<file path="config.mk">
export PLATFORM = sky130hd
export DESIGN_NAME = demosaic_top
export DESIGN_NICKNAME = d
export VERILOG_FILES = /design/src/bayer_pkg.sv /design/src/demosaic_top.sv /design/src/rgb_output.sv /design/src/interp_bilinear.sv /design/src/line_window.sv
export SDC_FILE = /design/constraint.sdc
export NUM_CORES = 2
export LEC_CHECK = 0
export BUFFER_PORTS_ARGS = -buffer_cell sky130_fd_sc_hd__buf_2
export CELL_PAD_IN_SITES_DETAIL_PLACEMENT = 1
export CELL_PAD_IN_SITES_GLOBAL_PLACEMENT = 2
export CORE_UTILIZATION = 26
export CTS_CLUSTER_SIZE = 25
export DETAILED_ROUTE_END_ITERATION = 6
export GPL_TIMING_DRIVEN = 1
export PLACE_DENSITY = 0.47
export SLEW_MARGIN = 20
export SYNTH_ARGS = -nofsm -noshare
export SYNTH_HDL_FRONTEND = slang
export SYNTH_SLANG_ARGS = --single-unit
</file>
<file path="constraint.sdc">
create_clock -name clk -period 11.65 [get_ports clk]
set_input_delay 0.5825 -clock clk [delete_from_list [all_inputs] [get_ports clk]]
set_output_delay 0.5825 -clock clk [all_outputs]
set_load 0.1 [all_outputs]
</file>
<file path="src/bayer_pkg.sv">
package bayer_pkg;

   localparam int pixel_width = 10;   // Raw Bayer sample
   localparam int out_width   = 8;    // Output colour channel
   localparam int data_width  = 16;   // Stream data word
   localparam int max_cols    = 64;   // Longest row held in a line buffer
   localparam int col_width   = 7;    // Counts up to max_cols

   typedef enum logic [2:0] {
      dtype_frame_start = 3'd0,
      dtype_row_start   = 3'd1,
      dtype_pixel       = 3'd2,
      dtype_row_end     = 3'd3,
      dtype_frame_end   = 3'd4
   } dtype_t;

   // Pixel view of a stream word
   typedef struct packed {
      logic [data_width-pixel_width-1:0] rsvd;
      logic [pixel_width-1:0]            sample;
   } pixel_view_t;

   // Pixel tokens carry a sample, frame and row tokens carry metadata
   typedef union packed {
      pixel_view_t           pix;
      logic [data_width-1:0] meta;
   } stream_word_t;

   typedef struct packed {
      dtype_t       dtype;
      stream_word_t word;
   } token_t;

   // kRC with R the row (0 oldest) and C the column (0 leftmost)
   typedef struct packed {
      logic [pixel_width-1:0] k00;
      logic [pixel_width-1:0] k01;
      logic [pixel_width-1:0] k02;
      logic [pixel_width-1:0] k10;
      logic [pixel_width-1:0] k11;
      logic [pixel_width-1:0] k12;
      logic [pixel_width-1:0] k20;
      logic [pixel_width-1:0] k21;
      logic [pixel_width-1:0] k22;
   } window_t;

   typedef struct packed {
      logic [pixel_width-1:0] r;
      logic [pixel_width-1:0] g;
      logic [pixel_width-1:0] b;
   } rgb_raw_t;

   typedef struct packed {
      logic [out_width-1:0] r;
      logic [out_width-1:0] g;
      logic [out_width-1:0] b;
   } rgb_t;

endpackage
</file>
<file path="src/demosaic_top.sv">
`timescale 1ns/100ps

module demosaic_top (
   input  logic                             clk,
   input  logic                             resetb,
   input  logic                             dvi,
   input  bayer_pkg::token_t                tokeni,
   input  logic [1:0]                       phase,
   output logic                             dvo,
   output bayer_pkg::dtype_t                dtypeo,
   output logic [bayer_pkg::data_width-1:0] meta_datao,
   output bayer_pkg::rgb_t                  rgb,
   output logic [15:0]                      frame_pixels,
   output logic                             frame_done
);

   logic                win_dv;
   bayer_pkg::token_t   win_token;
   bayer_pkg::window_t  win;

   logic                mid_dv;
   bayer_pkg::token_t   mid_token;
   bayer_pkg::rgb_raw_t mid_rgb;

   line_window i_line_window (
      .clk       (clk),
      .resetb    (resetb),
      .dvi       (dvi),
      .tokeni    (tokeni),
      .win_dv    (win_dv),
      .win_token (win_token),
      .win       (win)
   );

   interp_bilinear i_interp_bilinear (
      .clk       (clk),
      .resetb    (resetb),
      .phase     (phase),
      .win_dv    (win_dv),
      .win_token (win_token),
      .win       (win),
      .mid_dv    (mid_dv),
      .mid_token (mid_token),
      .mid_rgb   (mid_rgb)
   );

   rgb_output i_rgb_output (
      .clk          (clk),
      .resetb       (resetb),
      .mid_dv       (mid_dv),
      .mid_token    (mid_token),
      .mid_rgb      (mid_rgb),
      .dvo          (dvo),
      .dtypeo       (dtypeo),
      .meta_datao   (meta_datao),
      .rgb          (rgb),
      .frame_pixels (frame_pixels),
      .frame_done   (frame_done)
   );

endmodule

</file>
<file path="src/rgb_output.sv">
`timescale 1ns/100ps

module rgb_output (
   input  logic                                clk,
   input  logic                                resetb,
   input  logic                                mid_dv,
   input  bayer_pkg::token_t                   mid_token,
   input  bayer_pkg::rgb_raw_t                 mid_rgb,
   output logic                                dvo,
   output bayer_pkg::dtype_t                   dtypeo,
   output logic [bayer_pkg::data_width-1:0]    meta_datao,
   output bayer_pkg::rgb_t                     rgb,
   output logic [15:0]                         frame_pixels,
   output logic                                frame_done
);

   logic [15:0] pix_cnt;

   // Round to nearest, clip at full scale
   function automatic logic [bayer_pkg::out_width-1:0] round_sat(
      input logic [bayer_pkg::pixel_width-1:0] v
   );
      logic [bayer_pkg::pixel_width:0] sum;
      sum = {1'b0, v} + (bayer_pkg::pixel_width + 1)'(2);
      if (sum[bayer_pkg::pixel_width])
         round_sat = '1;
      else
         round_sat = sum[bayer_pkg::pixel_width-1 -: bayer_pkg::out_width];
   endfunction

   always_ff @(posedge clk or negedge resetb) begin
      if (!resetb) begin
         dvo          <= 1'b0;
         dtypeo       <= bayer_pkg::dtype_frame_start;
         meta_datao   <= '0;
         rgb          <= '0;
         pix_cnt      <= '0;
         frame_pixels <= '0;
         frame_done   <= 1'b0;
      end else begin
         dvo        <= mid_dv;
         frame_done <= mid_dv && mid_token.dtype == bayer_pkg::dtype_frame_end;
         if (mid_dv) begin
            dtypeo <= mid_token.dtype;
            if (mid_token.dtype == bayer_pkg::dtype_pixel) begin
               rgb.r   <= round_sat(mid_rgb.r);
               rgb.g   <= round_sat(mid_rgb.g);
               rgb.b   <= round_sat(mid_rgb.b);
               pix_cnt <= pix_cnt + 16'd1;
            end else begin
               meta_datao <= mid_token.word.meta;  // Held over pixels
            end
            if (mid_token.dtype == bayer_pkg::dtype_frame_start)
               pix_cnt <= '0;
            if (mid_token.dtype == bayer_pkg::dtype_frame_end)
               frame_pixels <= pix_cnt;
         end
      end
   end

endmodule

</file>
<file path="src/interp_bilinear.sv">
`timescale 1ns/100ps

module interp_bilinear (
   input  logic                clk,
   input  logic                resetb,
   input  logic [1:0]          phase,
   input  logic                win_dv,
   input  bayer_pkg::token_t   win_token,
   input  bayer_pkg::window_t  win,
   output logic                mid_dv,
   output bayer_pkg::token_t   mid_token,
   output bayer_pkg::rgb_raw_t mid_rgb
);

   logic row_phase;
   logic col_phase;

   // Sums carry enough bits to avoid overflow before the shift
   logic [bayer_pkg::pixel_width+1:0] plus_sum;
   logic [bayer_pkg::pixel_width+1:0] diamond_sum;
   logic [bayer_pkg::pixel_width:0]   horz_sum;
   logic [bayer_pkg::pixel_width:0]   vert_sum;

   logic [bayer_pkg::pixel_width-1:0] kplus;
   logic [bayer_pkg::pixel_width-1:0] kdiamond;
   logic [bayer_pkg::pixel_width-1:0] khorz;
   logic [bayer_pkg::pixel_width-1:0] kvert;

   assign plus_sum    = win.k01 + win.k21 + win.k10 + win.k12;
   assign diamond_sum = win.k00 + win.k02 + win.k20 + win.k22;
   assign horz_sum    = win.k10 + win.k12;
   assign vert_sum    = win.k01 + win.k21;

   assign kplus    = plus_sum[bayer_pkg::pixel_width+1:2];
   assign kdiamond = diamond_sum[bayer_pkg::pixel_width+1:2];
   assign khorz    = horz_sum[bayer_pkg::pixel_width:1];
   assign kvert    = vert_sum[bayer_pkg::pixel_width:1];

   always_ff @(posedge clk or negedge resetb) begin
      if (!resetb) begin
         mid_dv    <= 1'b0;
         mid_token <= '0;
         mid_rgb   <= '0;
         row_phase <= 1'b0;
         col_phase <= 1'b0;
      end else begin
         mid_dv <= win_dv;
         if (win_dv) begin
            mid_token <= win_token;
            case (win_token.dtype)
               bayer_pkg::dtype_frame_start: row_phase <= phase[1];
               bayer_pkg::dtype_row_start:   col_phase <= phase[0];
               bayer_pkg::dtype_row_end:     row_phase <= !row_phase;
               bayer_pkg::dtype_pixel: begin
                  col_phase <= !col_phase;
                  case ({row_phase, col_phase})
                     2'd0: begin  // Red
                        mid_rgb.r <= win.k11;
                        mid_rgb.g <= kplus;
                        mid_rgb.b <= kdiamond;
                     end
                     2'd1: begin  // Green, red row
                        mid_rgb.r <= khorz;
                        mid_rgb.g <= win.k11;
                        mid_rgb.b <= kvert;
                     end
                     2'd2: begin  // Green, blue row
                        mid_rgb.r <= kvert;
                        mid_rgb.g <= win.k11;
                        mid_rgb.b <= khorz;
                     end
                     default: begin  // Blue
                        mid_rgb.r <= kdiamond;
                        mid_rgb.g <= kplus;
                        mid_rgb.b <= win.k11;
                     end
                  endcase
               end
               default: begin
               end
            endcase
         end
      end
   end

endmodule

</file>
<file path="src/line_window.sv">
`timescale 1ns/100ps

module line_window (
   input  logic               clk,
   input  logic               resetb,
   input  logic               dvi,
   input  bayer_pkg::token_t  tokeni,
   output logic               win_dv,
   output bayer_pkg::token_t  win_token,
   output bayer_pkg::window_t win
);

   logic [1:0]                         row_cnt;  // Saturates at 2
   logic [bayer_pkg::col_width-1:0]    col_cnt;
   logic [$clog2(bayer_pkg::max_cols)-1:0] addr;
   logic                               is_pix;
   logic                               keep;

   // Two previous rows
   logic [bayer_pkg::pixel_width-1:0] line_a [bayer_pkg::max_cols];  // Row y-1
   logic [bayer_pkg::pixel_width-1:0] line_b [bayer_pkg::max_cols];  // Row y-2

   // Window columns, index 0 is the oldest row
   logic [bayer_pkg::pixel_width-1:0] cur   [3];  // Column x
   logic [bayer_pkg::pixel_width-1:0] col_a [3];  // Column x-1
   logic [bayer_pkg::pixel_width-1:0] col_b [3];  // Column x-2

   assign addr   = col_cnt[$clog2(bayer_pkg::max_cols)-1:0];
   assign is_pix = tokeni.dtype == bayer_pkg::dtype_pixel;

   always_comb begin
      cur[0] = line_b[addr];
      cur[1] = line_a[addr];
      cur[2] = tokeni.word.pix.sample;
   end

   // Border drop
   always_comb begin
      case (tokeni.dtype)
         bayer_pkg::dtype_pixel:
            keep = row_cnt == 2'd2 && col_cnt >= bayer_pkg::col_width'(2);
         bayer_pkg::dtype_row_start,
         bayer_pkg::dtype_row_end:
            keep = row_cnt == 2'd2;
         default:
            keep = 1'b1;
      endcase
   end

   always_ff @(posedge clk or negedge resetb) begin
      if (!resetb) begin
         row_cnt <= '0;
         col_cnt <= '0;
      end else if (dvi) begin
         case (tokeni.dtype)
            bayer_pkg::dtype_frame_start: begin
               row_cnt <= '0;
               col_cnt <= '0;
            end
            bayer_pkg::dtype_row_start: col_cnt <= '0;
            bayer_pkg::dtype_pixel:     col_cnt <= col_cnt + 1'b1;
            bayer_pkg::dtype_row_end: begin
               if (row_cnt != 2'd2)
                  row_cnt <= row_cnt + 2'd1;
            end
            default: begin
            end
         endcase
      end
   end

   // Line buffers and column shift
   always_ff @(posedge clk) begin
      if (dvi && is_pix) begin
         line_b[addr] <= line_a[addr];
         line_a[addr] <= tokeni.word.pix.sample;
         col_b        <= col_a;
         col_a        <= cur;
      end
   end

   always_ff @(posedge clk or negedge resetb) begin
      if (!resetb) begin
         win_dv    <= 1'b0;
         win_token <= '0;
         win       <= '0;
      end else begin
         win_dv <= dvi && keep;
         if (dvi && keep)
            win_token <= tokeni;
         if (dvi && keep && is_pix) begin
            win.k00 <= col_b[0];
            win.k10 <= col_b[1];
            win.k20 <= col_b[2];
            win.k01 <= col_a[0];
            win.k11 <= col_a[1];  // Centre
            win.k21 <= col_a[2];
            win.k02 <= cur[0];
            win.k12 <= cur[1];
            win.k22 <= cur[2];
         end
      end
   end

endmodule

</file>
* Word-level counts from Yosys, hierarchy flattened
Memories as Yosys holds them, arrays and structs flattened.
Cells that the tools add are included.
** Word-level totals
- Logic and storage cells :: 109
- Output and inout bits :: 61
- Bits in registers :: 308
- RAM bits :: 1280
- Memories :: 2
- ROM bits :: 0
- Bits in latches :: 0
** Cells by class
- Bitwise gates (word level) :: 1
- Muxes and demuxes :: 14
- Order comparisons :: 1
- Multipliers :: 0
- Eq/ne operators :: 13
- Add/sub/neg operators :: 14
- Shifts and indexed selects :: 0
- Reduce and logical (&&, ||, !) cells :: 27
- Div/mod/pow operators :: 0
** Memories
- i_line_window.line_a :: words 64, bits a word 10, rd ports 1, clocked after Yosys merged registers in 0, wr ports 1, RTL line line_window.sv:20 : logic [bayer_pkg::pixel_width-1:0] line_a [bayer_pkg::max_cols];
- i_line_window.line_b :: words 64, bits a word 10, rd ports 1, clocked after Yosys merged registers in 0, wr ports 1, RTL line line_window.sv:21 : logic [bayer_pkg::pixel_width-1:0] line_b [bayer_pkg::max_cols];
** Operator list (number)
- $pmux 30 s3 :: 1
- $add 12x10->12 :: 4
- $add 10x10->11 :: 4
- $add 10x2->11 const B :: 3
- $mux 16 :: 2
- $mux 8 :: 3
- $add 16x1->16 const B :: 1
- $reduce_and 2->1 :: 8
- $eq 3x2->1 const B :: 5
- $pmux 7 s2 :: 1
- $reduce_bool 2->1 :: 5
- $logic_not 3->1 :: 3
- $add 7x1->7 const B :: 1
- $ge 7x2->1 const B :: 1
- $eq 3x1->1 const B :: 2
- $pmux 1 s2 :: 3
- $logic_and 1x1->1 :: 5
- $eq 2x2->1 const B :: 2
- $pmux 2 s2 :: 1
- $reduce_or 2->1 :: 2
- $eq 3x3->1 const B :: 1
- $reduce_and 3->1 :: 1
- $add 2x1->2 const B :: 1
- $eq 2x1->1 const B :: 1
- 7 further kinds :: 9

* Longest topological paths before layout
- Word-level depth :: 5
- Gate-level depth with buffers :: 18

* By module
Synthesis repeated with hierarchy kept, for this count alone.
** Second synthesis, totals
- Cell total of the unflattened synthesis :: 4264
- Area, all modules :: 64445.6 um^2
** By module, submodules not included
- line_window :: area an instance 55669.6 um^2, sequential area each 43216.4 um^2, cells an instance 3372, times used 1
- interp_bilinear :: area an instance 5251.3 um^2, sequential area each 1301.2 um^2, cells an instance 567, times used 1
- rgb_output :: area an instance 3524.6 um^2, sequential area each 1926.8 um^2, cells an instance 325, times used 1

* Worst setup path before layout
No wires, ideal clock.
- Path type :: input -> register
- From :: in tokeni[18] in the netlist's numbering
- To :: mem i_line_window.line_a[11][0] in the netlist's numbering, enable pin
- Path slack :: 6.743 ns
- Cell stages on the path :: 5
- Arrival :: 4.511 ns
- Setup time :: 0.397 ns
- Path through :: nand2b_1 -> nor3b_1 -> clkbuf_1 -> nand3_1 -> nor2_1
** Between the ends
- Cells in the longest elaborated chain, start to end :: 4
** Ends and longest elaborated chain
- start, declared :: RTL line demosaic_top.sv:7 : input bayer_pkg::token_t tokeni,
- $eq 3x2->1 :: RTL line line_window.sv:29 : assign is_pix = tokeni.dtype == bayer_pkg::dtype_pixel;
- $logic_and 1x1->1 :: RTL line line_window.sv:74 : if (dvi && is_pix) begin
- $mux 1 :: RTL line line_window.sv:74
- $mux 1 (not written as such) :: RTL line line_window.sv:76 : line_a[addr] <= tokeni.word.pix.sample;
- end, declared :: RTL line line_window.sv:20
Every way passes these cells.

==> impl_summary.txt <==
----------------------------------------------------
[Run status]
  Outcome ... completed

[Die]
  Ports ... 85
  Die boundary height ... 496 um
  Effective utilization at floorplan ... a little over a quarter
  Placement Rows ... around 180
  Core Footprint ... 243,000 um2
  Overall die width ... just under 500 um
  Die footprint ... about 250,000 um2

[Global routing]
  Met2 Usage GRT ... 32.1%
  Remaining global-route overflow ... 0
  First-pass GRT wire length ... between 300,000 and 400,000 um
  Vias in the first global route ... about 39,000
  Pin count of the biggest net entering global routing ... approximately 150
  Global Route met3 Usage ... approximately 2.6%
  Most used routing layer ... met2
  Total Routing Usage GR ... around a fifth
  Met1 usage ... 25.9%
  Number of antenna violations at the first check in global routing ... 23

[STA]
  Setup repair after global routing missed its margin ... false
  Shortest clock period the worst path allows after layout ... a little under 6 ns
  Number of pins exceeding their max-slew limit in the final report ... 0
  Relative max-transition margin ... between 20 and 25%
  Maximum clock frequency ... between 0.15 and 0.2 GHz
  Hold violation total from the final report ... 0
  Total negative slack ... 0 ns
  Setup WS post-layout ... 5.83 ns
  Final setup violation count ... 0
  Slew at the pin closest to its max-slew limit ... between 1 and 1.5 ns
  Fraction of the cycle the final worst path needs ... between 40% and 50%
  Final worst clock skew ... between 0.05 and 0.06 ns

[Drt]
  DR WL/cell ... around 32 um
  Number of iterations in the first detailed-routing pass ... 7
  Drt first-iter violations ... about 3,300
  Vias per Instance ... a little under 5
  Remaining antenna violation count ... 0
  Final WL ... about 240,000 um
  Via Count ... roughly 37,000
  Drt drc ... 0

[Cells and area]
  Share of final-layout standard cells stronger than drive strength 1 ... about a fifth
  Number of standard cells in the layout, taps in and fillers out ... roughly 7,500
  Fill cell total of the finished layout ... 25,000
  Net count of the finished layout ... 4,212
  Area added between synthesis and finish ... 17.5%

[Placement]
  Placer congestion estimate ... 0.806
  Port Buffer Count ... 84
  HPWL after detailed placement ... between 100,000 and 150,000 um
  Placed cell count ... 7,117
  Setup slack after placement ... ~5.9 ns

[Logic synthesis]
  Predominant post-synthesis flop cell ... sky130_fd_sc_hd__edfxtp_1
  Count of distinct cell types in the synthesized netlist ... 83
  Sequential cell area fraction in the yosys report ... between 70% and 80%
  Count of warnings emitted by yosys ... 0
  Biggest area contributors in the synthesized netlist ... sky130_fd_sc_hd__edfxtp_1 63%, sky130_fd_sc_hd__dfrtp_1 9.6%, sky130_fd_sc_hd__mux4_2 4.0%
  Synthesized instance count ... a little under 4,000
  Synth Cell Area ... ~64,000 um2
  Mean area per synthesized cell ... 16.2 um2
  Synth async-reset ratio ... 15.4%
  Number of synthesized register bits ... about 1,600
  Cell type with the largest total area after synthesis ... sky130_fd_sc_hd__edfxtp_1
  Net count of the mapped netlist ... 4,019
  Fraction of post-synthesis cell area in the top cell type by area ... 63.3%
  Number of enable-type register cells in the synthesized netlist ... about 1,300

[Min path]
  Cells on Worst Hold Path ... 1
  End point of the most critical hold path ... i_line_window.line_a[48][2]
  Source of the worst hold timing path ... tokeni[2]
  Class of the tightest hold or removal check ... in2reg

[Critical path]
  Worst Path Max Fanout ... a little under 80
  Highest-delay cell along the critical path ... sky130_fd_sc_hd__or3_2
  Slowest Stage Delay on Critical Path ... between 0.9 and 1 ns
  Cell-by-cell trace of the critical path ... buf_4, buf_12, nor2_4, buf_4, a22oi_1, o22ai_1, o21ai_0, o221ai_1, or3_2, buf_4
  Cell family with most CP delay ... buffers and inverters
  Kind of critical path ... reg2reg
  Worst path most repeated cell ... sky130_fd_sc_hd__buf_4
  Startpoint of the most critical register-to-register path ... i_line_window.col_cnt[2]
  Endpoint arrival time on the critical path ... between 6 and 7 ns
  Setup slack, reg-to-reg ... between 5 and 6 ns
  Req. time, crit path ... roughly 12 ns
  Depth of the worst register-to-register path ... 10
  Kind of start point of the critical path ... flop
  Worst r2r dst ... i_line_window.line_b[18][2]
  Critical path endpoint category ... flop
  Bufs and invs on worst path ... 4

[CTS]
  Reg clk slew, reported paths ... around 0.070 ns
  Clock tree root buffer cell ... sky130_fd_sc_hd__clkbuf_16
  CTS tree ... yes
  Clock latency of the later-clocked register in the worst-skew pair ... ~0.87 ns
  Max H-tree Level ... 4
  Max Buffers Root-to-Sink ... 3
  Sink count of the clock tree ... roughly 1,600
  Inserted Clock Buffers ... roughly 190

[Flow run]
  Maxcap violations ... 0

[Pwr]
  Leak pwr ... 0.0253 uW
  Maximum ir drop on the vdd rail ... ~0.00015 V
  P per Cell Area ... between 200 and 250 nW/um2
  Post-route total power ... 16,800 uW

----------------------------------------------------
[area by class of cell]
cell class / count / area, um2 / share of cell area [%]
diodes: 8 / 20.0 / 0.0268
clock buffers: 245 / 5000 / 6.70
clock inverters: 93 / 1020 / 1.36
inverters: 87 / 332 / 0.444
multi-input cells: 2032 / 16300 / 21.9
flip-flops and latches: 1584 / 46400 / 62.1
well taps: 3202 / 4010 / 5.37
repair buffers: 221 / 1560 / 2.09
[cells in the final DEF (no fill, tap or decap), drive strengths merged, types with 20 or more instances in the layout]
cell    instances
a21oi         109
a221o          34
a221oi        152
a22o           30
a22oi          59
a31oi          22
and3           21
buf           213
clkbuf        245
clkinv         75
dfrtp         244
edfxtp       1340
fa             20
ha             56
inv            91
mux2          153
mux2i         146
mux4          113
nand2         371
nand3          28
nor2          215
nor3           20
o21ai         145
o22ai          68
xnor2          45
[report_power, final]
| group | internal [uW] | switching [uW] | total [uW] |
|---|---|---|---|
| clock network | 3290 | 2510 | 5800 |
| registers | 6700 | 188 | 6880 |
| logic | 1060 | 3020 | 4080 |
[how the worst max path moves through the flow]
stage / from / to / depth (start not counted)
2_1_floorplan: tokeni[18] / i_line_window.line_a[11][0] / 5
3_3_place_gp: i_line_window.col_cnt[2] / i_line_window.line_b[7][2] / 10
3_5_place_dp: i_line_window.col_cnt[2] / i_line_window.line_b[7][2] / 10
4_1_cts: i_line_window.col_cnt[2] / i_line_window.line_b[18][2] / 10
5_1_grt: i_line_window.col_cnt[2] / i_line_window.line_b[19][2] / 10
6_report: i_line_window.col_cnt[2] / i_line_window.line_b[18][2] / 10
[cells by family after synthesis]
group | synth area share (%)
multiplexers | 9.02
AND/OR/NAND/NOR | 4.96
XOR/XNOR | 0.882
adder cells (fa/ha/maj) | 1.73
flip-flops | 73.0
buffers and inverters | 2.19
AO/OA/AOI/OAI | 8.26
[state kept, by name, indices dropped and copies added, names as in the netlist, 7 cells and up]
| register | count |
|---|---|
| i_interp_bilinear.mid_rgb | 27 |
| i_interp_bilinear.mid_token | 19 |
| i_line_window.col_a | 30 |
| i_line_window.col_b | 30 |
| i_line_window.col_cnt | 7 |
| i_line_window.line_a | 640 |
| i_line_window.line_b | 640 |
| i_line_window.win | 89 |
| i_line_window.win_token | 19 |
| i_rgb_output.frame_pixels | 16 |
| i_rgb_output.meta_datao | 16 |
| i_rgb_output.pix_cnt | 16 |
| i_rgb_output.rgb | 24 |
[routing by layer]
| metal | vias up | routed length [um] |
|---|---|---|
| li1 | 15765 | - |
| met1 | 20099 | 106000 |
| met2 | 907 | 114000 |
| met3 | 281 | 10200 |
| met4 | 4 | 6330 |
| met5 | - | 33 |
[through the flow]
stage | util, % | hold slack, ns | cell area (um2)
final | 30.7 | 0.106 | 74600
after global routing | 30.7 | 0.0666 | 74600
after CTS | 30.7 | 0.0282 | 74600
after detailed placement | 28.2 | 0.409 | 68500
after global placement | 28.2 | 0.407 | 68500
after floorplan | - | 0.287 | 63500
[Yosys cell counts (17+ instances only)]
master / number
sky130_fd_sc_hd__mux2i_1: 146
sky130_fd_sc_hd__xnor2_1: 45
sky130_fd_sc_hd__o221ai_1: 19
sky130_fd_sc_hd__a221oi_1: 151
sky130_fd_sc_hd__nand3_1: 28
sky130_fd_sc_hd__a22oi_1: 59
sky130_fd_sc_hd__a31oi_1: 22
sky130_fd_sc_hd__inv_1: 84
sky130_fd_sc_hd__ha_1: 56
sky130_fd_sc_hd__a22o_1: 30
sky130_fd_sc_hd__dfrtp_1: 244
sky130_fd_sc_hd__edfxtp_1: 1340
sky130_fd_sc_hd__fa_1: 20
sky130_fd_sc_hd__o21ai_0: 144
sky130_fd_sc_hd__nor3_1: 19
sky130_fd_sc_hd__nor2_1: 214
sky130_fd_sc_hd__o22ai_1: 68
sky130_fd_sc_hd__xor2_1: 19
sky130_fd_sc_hd__mux4_2: 113
sky130_fd_sc_hd__a21oi_1: 109
sky130_fd_sc_hd__and3_1: 21
sky130_fd_sc_hd__buf_2: 63
sky130_fd_sc_hd__buf_4: 33
sky130_fd_sc_hd__mux2_2: 150
sky130_fd_sc_hd__nand2_1: 371
sky130_fd_sc_hd__buf_1: 21
sky130_fd_sc_hd__nor2b_1: 17
sky130_fd_sc_hd__a221o_1: 34
sky130_fd_sc_hd__clkbuf_1: 92
[timing repair]
action                                  in CTS  in global routing
resized for setup                            0                  0
setup buffers                                0                  0
endpoints found under the setup margin       0                  0
hold buffers                                 8                  0
endpoints found under the hold margin      103                  0
(Power assumes the default switching activity.)
